`config.mk`:
```
export PLATFORM = sky130hd
export DESIGN_NAME = periph_top
export DESIGN_NICKNAME = d
export VERILOG_FILES = /design/src/hdl/periph_pkg.sv /design/src/hdl/rng_fifo.sv /design/src/hdl/boot_ram.sv /design/src/hdl/gpio_regs.sv /design/src/hdl/periph_addr_decode.sv /design/src/hdl/periph_top.sv
export SDC_FILE = /design/constraint.sdc
export NUM_CORES = 1
export LEC_CHECK = 0
export ABC_CLOCK_PERIOD_IN_PS = 11360
export BUFFER_PORTS_ARGS = -buffer_cell sky130_fd_sc_hd__buf_2
export CAP_MARGIN = 25
export CELL_PAD_IN_SITES_DETAIL_PLACEMENT = 2
export CELL_PAD_IN_SITES_GLOBAL_PLACEMENT = 2
export CORE_MARGIN = 3
export CORE_UTILIZATION = 55
export CTS_BUF_LIST = sky130_fd_sc_hd__clkbuf_2
export DETAILED_ROUTE_END_ITERATION = 10
export PLACE_DENSITY_LB_ADDON = 0.1
export SLEW_MARGIN = 0
export SYNTH_ARGS = -nofsm -noshare
export SYNTH_HDL_FRONTEND = slang
export SYNTH_SLANG_ARGS = --single-unit
```
`constraint.sdc`:
```
create_clock -name clk_i -period 11.36 [get_ports clk_i]
set_input_delay 2.272 -clock clk_i [delete_from_list [all_inputs] [get_ports clk_i]]
set_output_delay 2.272 -clock clk_i [all_outputs]
set_load 0.1 [all_outputs]
```
`src/bootram.hex`:
```
// Boot RAM image, one 32-bit hex word per line, word 0 first
3c1d0000
27bd1ff0
0c000010
00000000
8fa40000
24a50004
00a42021
14800003
ac850008
3c08a5a5
3508c3c3
01094026
11000005
24090020
2529ffff
1520fffe
00000000
03e00008
afbf0014
afb00010
00808021
0c000024
24040001
8fbf0014
8fb00010
27bd0018
12345678
9abcdef0
0f1e2d3c
4b5a6978
c0ffee11
5eed1e55

```
`src/hdl/periph_pkg.sv`:
```
package periph_pkg;

    // ------------------------------------------------------------------
    // Bus geometry
    // ------------------------------------------------------------------
    localparam int DataWidth    = 32;
    localparam int AddrWidth    = 16;
    localparam int BeWidth      = DataWidth / 8;
    localparam int WordIdxWidth = 10;
    localparam int GpioWidth    = 8;    // LEDs and DIP switches

    // Region codes from address bits [13:12]
    localparam logic [1:0] RegionBoot = 2'd0;
    localparam logic [1:0] RegionGpio = 2'd1;
    localparam logic [1:0] RegionUart = 2'd2;  // Unmapped
    localparam logic [1:0] RegionEth  = 2'd3;  // Unmapped

    // Boot RAM
    localparam int    BootDepth     = 32;
    localparam int    BootAddrWidth = $clog2(BootDepth);
    localparam string BootFile      = "/design/src/bootram.hex";

    // GPIO register word indices
    localparam logic [WordIdxWidth-1:0] RegLedDip    = 10'd0;
    localparam logic [WordIdxWidth-1:0] RegRngData   = 10'd2;
    localparam logic [WordIdxWidth-1:0] RegRngStatus = 10'd3;

    localparam logic [DataWidth-1:0] BadData = 32'hDEAD_BEEF;

    // Random number FIFO
    localparam int RngDepth      = 8;
    localparam int RngCountWidth = 4;
    localparam int RngPtrWidth   = $clog2(RngDepth);
    localparam logic [DataWidth-1:0] LfsrSeed = 32'hACE1_2468;
    localparam logic [DataWidth-1:0] LfsrTaps = 32'h8020_0003;  // Galois mask

    // ------------------------------------------------------------------
    // Bus types
    // ------------------------------------------------------------------
    typedef struct packed {
        logic [1:0]              reserved;
        logic [1:0]              region;
        logic [WordIdxWidth-1:0] word_idx;
        logic [1:0]              byte_off;
    } bus_addr_fields_t;

    typedef union packed {
        logic [AddrWidth-1:0] raw;
        bus_addr_fields_t     fields;
    } bus_addr_u;

    typedef struct packed {
        logic                 we;
        bus_addr_u            addr;
        logic [BeWidth-1:0]   be;
        logic [DataWidth-1:0] wdata;
    } bus_req_t;

    typedef struct packed {
        logic [DataWidth-1:0] rdata;
        logic                 err;
    } bus_rsp_t;

    typedef struct packed {
        logic                                 full;
        logic                                 empty;
        logic [DataWidth-RngCountWidth-3:0]   pad;
        logic [RngCountWidth-1:0]             count;
    } rng_status_t;

endpackage

```
`src/hdl/rng_fifo.sv`:
```
`timescale 1ns/1ps

module rng_fifo
    import periph_pkg::*;
(
    input  logic                 clk_i,
    input  logic                 rst_n_i,
    input  logic                 pop_i,
    output logic [DataWidth-1:0] head_o,
    output rng_status_t          status_o
);

    logic [DataWidth-1:0]     buf_q [RngDepth];
    logic [RngPtrWidth-1:0]   wr_ptr_q;
    logic [RngPtrWidth-1:0]   rd_ptr_q;
    logic [RngCountWidth-1:0] count_q;
    logic [DataWidth-1:0]     lfsr_q;
    logic [DataWidth-1:0]     lfsr_next;
    logic                     full;
    logic                     empty;
    logic                     push;
    logic                     pop;

    assign full  = (count_q == RngCountWidth'(RngDepth));
    assign empty = (count_q == '0);
    assign push  = !full;           // Top up whenever there is room
    assign pop   = pop_i && !empty;

    // Galois step, shift right and fold in taps on a one out
    assign lfsr_next = lfsr_q[0] ? ((lfsr_q >> 1) ^ LfsrTaps) : (lfsr_q >> 1);

    // ------------------------------------------------------------------
    // Pointers, count and generator
    // ------------------------------------------------------------------
    always_ff @(posedge clk_i)
    begin
        if (!rst_n_i)
        begin
            wr_ptr_q <= '0;
            rd_ptr_q <= '0;
            count_q  <= '0;
            lfsr_q   <= LfsrSeed;
        end
        else
        begin
            if (push)
            begin
                wr_ptr_q <= wr_ptr_q + 1'b1;   // Wraps at RngDepth
                lfsr_q   <= lfsr_next;
            end
            if (pop)
                rd_ptr_q <= rd_ptr_q + 1'b1;
            case ({push, pop})
                2'b10:   count_q <= count_q + 1'b1;
                2'b01:   count_q <= count_q - 1'b1;
                default: count_q <= count_q;
            endcase
        end
    end

    always_ff @(posedge clk_i)
    begin
        if (push)
            buf_q[wr_ptr_q] <= lfsr_q;
    end

    assign head_o         = buf_q[rd_ptr_q];
    assign status_o.full  = full;
    assign status_o.empty = empty;
    assign status_o.pad   = '0;
    assign status_o.count = count_q;

    a_count_bound: assert property (
        @(posedge clk_i) disable iff (!rst_n_i)
        count_q <= RngCountWidth'(RngDepth)
    );

    // Count tracks the pointer distance, so a push never lands on an unread word
    a_no_push_full: assert property (
        @(posedge clk_i) disable iff (!rst_n_i)
        (wr_ptr_q - rd_ptr_q) == count_q[RngPtrWidth-1:0]
    );

endmodule

```
`src/hdl/boot_ram.sv`:
```
`timescale 1ns/1ps

module boot_ram
    import periph_pkg::*;
(
    input  logic                 clk_i,
    input  logic                 req_i,
    input  bus_req_t             req_data_i,
    output logic [DataWidth-1:0] rdata_o
);

    logic [DataWidth-1:0]     mem_q [BootDepth];
    logic [BootAddrWidth-1:0] idx;

    // Upper word index bits alias onto the same words
    assign idx = req_data_i.addr.fields.word_idx[BootAddrWidth-1:0];

    initial
    begin
        $readmemh(BootFile, mem_q);
    end

    always_ff @(posedge clk_i)
    begin
        if (req_i)
        begin
            if (req_data_i.we)
            begin
                for (int b = 0; b < BeWidth; b++)
                begin
                    if (req_data_i.be[b])
                        mem_q[idx][8*b +: 8] <= req_data_i.wdata[8*b +: 8];
                end
            end
            else
            begin
                rdata_o <= mem_q[idx];  // Registered read
            end
        end
    end

    // Masterside contract
    a_write_has_be: assert property (
        @(posedge clk_i)
        (req_i && req_data_i.we) |-> (req_data_i.be != '0)
    );

endmodule

```
`src/hdl/gpio_regs.sv`:
```
`timescale 1ns/1ps

module gpio_regs
    import periph_pkg::*;
(
    input  logic                 clk_i,
    input  logic                 rst_n_i,
    input  logic                 req_i,
    input  bus_req_t             req_data_i,
    input  logic [GpioWidth-1:0] dip_switches_i,
    output logic [GpioWidth-1:0] leds_o,
    output logic [DataWidth-1:0] rdata_o
);

    logic [WordIdxWidth-1:0] idx;
    logic [WordIdxWidth-1:0] idx_q;     // Selects the read data
    logic                    wr_en;
    logic                    rng_pop;
    logic [DataWidth-1:0]    rng_head;
    rng_status_t             rng_status;
    logic [GpioWidth-1:0]    leds_q;

    assign idx   = req_data_i.addr.fields.word_idx;
    assign wr_en = req_i && req_data_i.we;

    // ------------------------------------------------------------------
    // Write side
    // ------------------------------------------------------------------
    always_ff @(posedge clk_i)
    begin
        if (!rst_n_i)
            leds_q <= '0;
        else if (wr_en && (idx == RegLedDip))
            leds_q <= req_data_i.wdata[GpioWidth-1:0];   // Low byte only
    end

    always_ff @(posedge clk_i)
    begin
        if (req_i)
            idx_q <= idx;
    end

    // Write to the data register consumes the head word
    assign rng_pop = wr_en && (idx == RegRngData);

    assign leds_o = leds_q;

    rng_fifo i_rng_fifo (
        .clk_i    ( clk_i      ),
        .rst_n_i  ( rst_n_i    ),
        .pop_i    ( rng_pop    ),
        .head_o   ( rng_head   ),
        .status_o ( rng_status )
    );

    // ------------------------------------------------------------------
    // Read side
    // ------------------------------------------------------------------
    always_comb
    begin
        case (idx_q)
            RegLedDip:
                rdata_o = {{(DataWidth-GpioWidth){1'b0}}, dip_switches_i};
            RegRngData:
                rdata_o = rng_head;
            RegRngStatus:
                rdata_o = rng_status;
            default:
                rdata_o = BadData;  // No error flag here
        endcase
    end

    // Software must not drain the FIFO below empty
    a_no_pop_when_empty: assert property (
        @(posedge clk_i) disable iff (!rst_n_i)
        rng_pop |-> !rng_status.empty
    );

endmodule

```
`src/hdl/periph_addr_decode.sv`:
```
`timescale 1ns/1ps

module periph_addr_decode
    import periph_pkg::*;
(
    input  logic                 clk_i,
    input  logic                 rst_n_i,
    input  logic                 req_i,
    input  bus_req_t             req_data_i,
    output logic                 ram_req_o,
    output logic                 gpio_req_o,
    input  logic [DataWidth-1:0] ram_rdata_i,
    input  logic [DataWidth-1:0] gpio_rdata_i,
    output logic                 rvalid_o,
    output bus_rsp_t             rsp_o
);

    logic [1:0] region;
    logic [1:0] region_q;   // Region of the request in flight
    logic       we_q;
    logic       rvalid_q;

    assign region = req_data_i.addr.fields.region;  // Reserved bits ignored

    // ------------------------------------------------------------------
    // Request steering
    // ------------------------------------------------------------------
    assign ram_req_o  = req_i && (region == RegionBoot);
    assign gpio_req_o = req_i && (region == RegionGpio);

    always_ff @(posedge clk_i)
    begin
        if (!rst_n_i)
        begin
            rvalid_q <= 1'b0;
            region_q <= RegionBoot;
            we_q     <= 1'b0;
        end
        else
        begin
            rvalid_q <= req_i;
            if (req_i)
            begin
                region_q <= region;
                we_q     <= req_data_i.we;
            end
        end
    end

    // ------------------------------------------------------------------
    // Response selection
    // ------------------------------------------------------------------
    always_comb
    begin
        rsp_o.rdata = '0;   // Mapped writes return zero
        rsp_o.err   = 1'b0;
        case (region_q)
            RegionBoot:
            begin
                if (!we_q)
                    rsp_o.rdata = ram_rdata_i;
            end
            RegionGpio:
            begin
                if (!we_q)
                    rsp_o.rdata = gpio_rdata_i;
            end
            default:
            begin
                // UART and Ethernet slots answer with an error
                rsp_o.rdata = BadData;
                rsp_o.err   = 1'b1;
            end
        endcase
    end

    assign rvalid_o = rvalid_q;

endmodule

```
`src/hdl/periph_top.sv`:
```
`timescale 1ns/1ps

module periph_top
    import periph_pkg::*;
(
    input  logic                 clk_i,
    input  logic                 rst_n_i,
    input  logic                 req_i,
    input  bus_req_t             req_data_i,
    output logic                 rvalid_o,
    output bus_rsp_t             rsp_o,
    input  logic [GpioWidth-1:0] dip_switches_i,
    output logic [GpioWidth-1:0] leds_o
);

    logic                 ram_req;
    logic                 gpio_req;
    logic [DataWidth-1:0] ram_rdata;
    logic [DataWidth-1:0] gpio_rdata;

    // Region steering and response mux
    periph_addr_decode i_periph_addr_decode (
        .clk_i        ( clk_i      ),
        .rst_n_i      ( rst_n_i    ),
        .req_i        ( req_i      ),
        .req_data_i   ( req_data_i ),
        .ram_req_o    ( ram_req    ),
        .gpio_req_o   ( gpio_req   ),
        .ram_rdata_i  ( ram_rdata  ),
        .gpio_rdata_i ( gpio_rdata ),
        .rvalid_o     ( rvalid_o   ),
        .rsp_o        ( rsp_o      )
    );

    boot_ram i_boot_ram (
        .clk_i      ( clk_i      ),
        .req_i      ( ram_req    ),
        .req_data_i ( req_data_i ),
        .rdata_o    ( ram_rdata  )
    );

    gpio_regs i_gpio_regs (
        .clk_i          ( clk_i          ),
        .rst_n_i        ( rst_n_i        ),
        .req_i          ( gpio_req       ),
        .req_data_i     ( req_data_i     ),
        .dip_switches_i ( dip_switches_i ),
        .leds_o         ( leds_o         ),
        .rdata_o        ( gpio_rdata     )
    );

endmodule

```
==> results of run 1 <==
logic make-up after synthesis:
kind of cell / synth area share [%]
flip-flops: 77.5
AND/OR/NAND/NOR: 3.34
multiplexers: 14.3
AO/OA/AOI/OAI: 3.33
buffers and inverters: 1.35
XOR/XNOR: 0.0997
adder cells (fa/ha/maj): 0.0949
synth_stat cells (all sizes together), types with 5 or more instances:
cell       n  share of area [%]
dfxtp     57                2.2
nor2     152                1.1
nand3     24               0.23
buf       62               0.64
a221o      6               0.13
mux2i     22               0.42
a21oi     38               0.36
and2       5              0.059
mux4     320                 14
clkbuf    95               0.68
a221oi    13               0.22
mux2      11               0.23
nor3       9               0.12
o21bai    14               0.20
a22oi    129                1.8
edfxtp  1322                 75
nor4       6               0.10
o21ai     27               0.26
nand4     35               0.42
nand2    116               0.83
nor3b      6               0.11
per-stage QoR:
stage / setup slack (ns) / hold slack [ns] / cell area (um2)
2_1_floorplan: 3.26 / 0.463 / 52700
3_3_place_gp: 5.14 / 0.464 / 54600
==> flow_summary.ini, run 1 <==
[floorplan]
fp-row-count = 112
boundaryPins = 106
dieHeight_um = 316
initial_core_util_pct = 56.0
die_w_um = 316

[synthesis]
synth-seq-cells = 1379
syn_area_um2 = 52700
async_flop_share_pct = 0
synthCells = 2532
synth_cell_type_count = 61
seq_area_frac_synth_pct = 77.5
synth-edff-count = 1322
synthFlopType = edfxtp_1
ys_warn_count = 0
avgSynthCellArea_um2 = 20.8
syn-num-nets = 2600

[status]
status = stopped before the end
haltStage = 3_5_place_dp
stop_error = [ERROR DPL-0033] detailed placement checks failed during check placement.

[placement]
port_buffers = 101
post-dp-hpwl_um = 114000
gp_congestion = 0.822
==> inputs of run 2 (changes only) <==
--- a/config.mk
+++ b/config.mk
@@ -8,13 +8,10 @@
 export ABC_CLOCK_PERIOD_IN_PS = 11360
 export BUFFER_PORTS_ARGS = -buffer_cell sky130_fd_sc_hd__buf_2
 export CAP_MARGIN = 25
-export CELL_PAD_IN_SITES_DETAIL_PLACEMENT = 2
-export CELL_PAD_IN_SITES_GLOBAL_PLACEMENT = 2
 export CORE_MARGIN = 3
-export CORE_UTILIZATION = 55
-export CTS_BUF_LIST = sky130_fd_sc_hd__clkbuf_2
+export CORE_UTILIZATION = 40
 export DETAILED_ROUTE_END_ITERATION = 10
-export PLACE_DENSITY_LB_ADDON = 0.1
+export PLACE_DENSITY_LB_ADDON = 0.15
 export SLEW_MARGIN = 0
 export SYNTH_ARGS = -nofsm -noshare
 export SYNTH_HDL_FRONTEND = slang
==> flow_summary.ini, run 2 <==
[layout]
drive_above_1_share_pct = 25.4
multiInputGateArea_um2 = 11300
synthToLayoutAreaGrowth_pct = 13.5
final_cell_mix = edfxtp_1 (1322), mux4_2 (320), clkbuf_16 (151), nor2_1 (147), a22oi_1 (129)
reg.largest.list = i_boot_ram.mem_q (1024), i_gpio_regs.i_rng_fifo.buf_q (256)
final_common_cell = edfxtp_1
top_register = i_boot_ram.mem_q
regArea_um2 = 40800
fin_nets = 2737
largest_reg_flops = 1024
fillers = 11000

[critical_path]
cp_top_family = simple AND/OR/NAND/NOR gates
crit_fanout = 10
crit_type = flip-flop to output pin
worst_setup_path_start_kind = flip-flop
crit_chain = or4_4, nor4_4, nand2_2, o21ai_0, buf_2
cp_data_arrival_time_ns = 4.10
required_ns = 9.09
timing.critical_path.buf_inv = 1
endpoint_kind = output pin
slowest_delay_ns = 0.86
slowest_stage = o21ai_0

[global_route]
grt_max_degree = 98
grtUsageMet3_pct = 3.92
grtUsageMet1_pct = 27.3
grt_overflow = 0
globalRouteMet2Util_pct = 32.3
antenna_found_initial = 3
busiest_layer = met2
grt_pass1_wl_um = 193000
grt_usage_pct = 19.9
grt_pass1_vias = 26400

[sta]
setup_viol = 0
slew_viol_final = 0
rsz0062_at_grt = no
final-hold-violation-count = 0
worst_slack_ns = 4.99
max_slew_margin_pct = 25.2
tightest_slew_ns = 1.12
final.setup.tns_ns = 0
fin_crit_ns = 6.37
max_freq_mhz = 157
fin_skew_ns = 0.0277
period_share_pct = 56.1

[drt]
vias = 25600
postRouteAntennaNets = 0
wirelength_um = 135000
first_iter_violations = 2684
first_pass_iters = 5
vias_per_cell = 5.66
drc_errors = 0
wl_per_cell_um = 29.7

[floorplan]
boundaryPins = 106
die_w_um = 369
dieArea_um2 = 136000
dieHeight_um = 369
fp-row-count = 132
coreArea_um2 = 130000
initial_core_util_pct = 40.5

[job]
max-cap-violations = 0

[synthesis]
ys_warn_count = 0
synth-edff-count = 1322
synthTopCellsByCount = edfxtp_1 (1322), mux4_2 (320), nor2_1 (151)
seq_area_frac_synth_pct = 77.5
ys_top_cells_by_area = edfxtp_1 (75%), mux4_2 (14%), dfxtp_1 (2.2%), a22oi_1 (1.8%), nor2_1 (1.1%)
synth_largest_area_cell = edfxtp_1
syn-num-nets = 2600
synthCells = 2532
syn_area_um2 = 52700
synth_cell_type_count = 61
synth-seq-cells = 1379
synth_top_area_share_pct = 75.3
synth.most_common_cell = edfxtp_1
synthFlopType = edfxtp_1
avgSynthCellArea_um2 = 20.8
async_flop_share_pct = 0

[hold_path]
hp-class = flip-flop to flip-flop

[status]
status = completed

[clocking]
cts_inserted_buffers = 147
post_cts_buffers = 0
clock_sinks = 1379
cts.path.max_buffers = 3
postCtsHoldBufs = 0
clkTransAtPathRegs_ns = 0.06
cts_tree = built
cts_resized = 0
clock_latency_ns = 0.77
htreeDepth = 4
root_buffer = clkbuf_16

[placement]
pre_cts_ws_ns = 4.80
post-dp-hpwl_um = 81800
port_buffers = 101
gp_congestion = 0.843

[pwr]
ir_drop_mv = 0.147
power.total_uw = 10800
power_leakage_uw = 0.0184
powerDensity_nw_per_um2 = 181
[run 2: cell counts after synthesis]
Identical to the previous run, type by type.
[run 2: through the flow]
step	utilization, %	hold slack (ns)	instance area, um2	instances
floorplan	-	0.463	52700	2532
global placement	42.4	0.474	55200	4257
detailed placement	42.4	0.474	55200	4261
CTS	46.0	0.486	59800	4526
global route	46.0	0.510	59800	4527
finish	46.0	0.489	59800	4528
[run 2: cell type report]
cell class,instances,area share [%]
flip-flops and latches,1379,68.3
multi-input cells,991,18.9
clock buffers,195,6.66
well taps,1742,3.64
repair buffers,145,1.53
clock inverters,70,1.00
inverters,5,0.0314
diodes,1,0.00418
[run 2: logic make-up after synthesis]
family / Yosys count / synth area share, %
fa+ha+maj: 4 / 0.0949
buf+inv: 162 / 1.35
flops: 1379 / 77.5
mux: 353 / 14.3
simple gates: 379 / 3.34
xor+xnor: 6 / 0.0997
compound gates: 249 / 3.33
[run 2: final timing paths]
| path | cells after the start | slack (ns) | end | startpoint |
|---|---|---|---|---|
| worst max-delay path | 5 | 4.99 | rsp_o[25] | i_gpio_regs.idx_q[7]$_DFFE_PN_ |
| worst min-delay path | 2 | 0.49 | i_gpio_regs.leds_o[1]$_SDFFE_PN0P_ | i_gpio_regs.leds_o[1]$_SDFFE_PN0P_ |
| worst max register to register | 5 | 8.15 | i_gpio_regs.i_rng_fifo.buf_q[1][24]$_DFFE_PP_ | i_gpio_regs.i_rng_fifo.count_q[0]$_SDFFE_PN0P_ |
| worst min register to register | 2 | 0.49 | i_gpio_regs.leds_o[1]$_SDFFE_PN0P_ | i_gpio_regs.leds_o[1]$_SDFFE_PN0P_ |
[run 2: worst reg2reg max path, delay by kind of cell, from the launching register on]
family | cells | cell delay [ns]
DFF | 1 | 0.49
and+or+nand+nor | 3 | 1.32
buffers and inverters | 2 | 1.01
[run 2: power by group]
part / total, uW / leakage, uW / switching [uW] / internal, uW
clock network: 4560 / 0.00221 / 1930 / 2630
logic: 553 / 0.00371 / 386 / 166
registers: 5690 / 0.0124 / 42.8 / 5650
[run 2: metal layers]
metal | wire [um] | part of all wire, %
met5 | 13 | 0.0097
met4 | 3470 | 2.6
met3 | 8470 | 6.3
met2 | 66200 | 49
met1 | 56500 | 42
(Power assumes the default switching activity.)
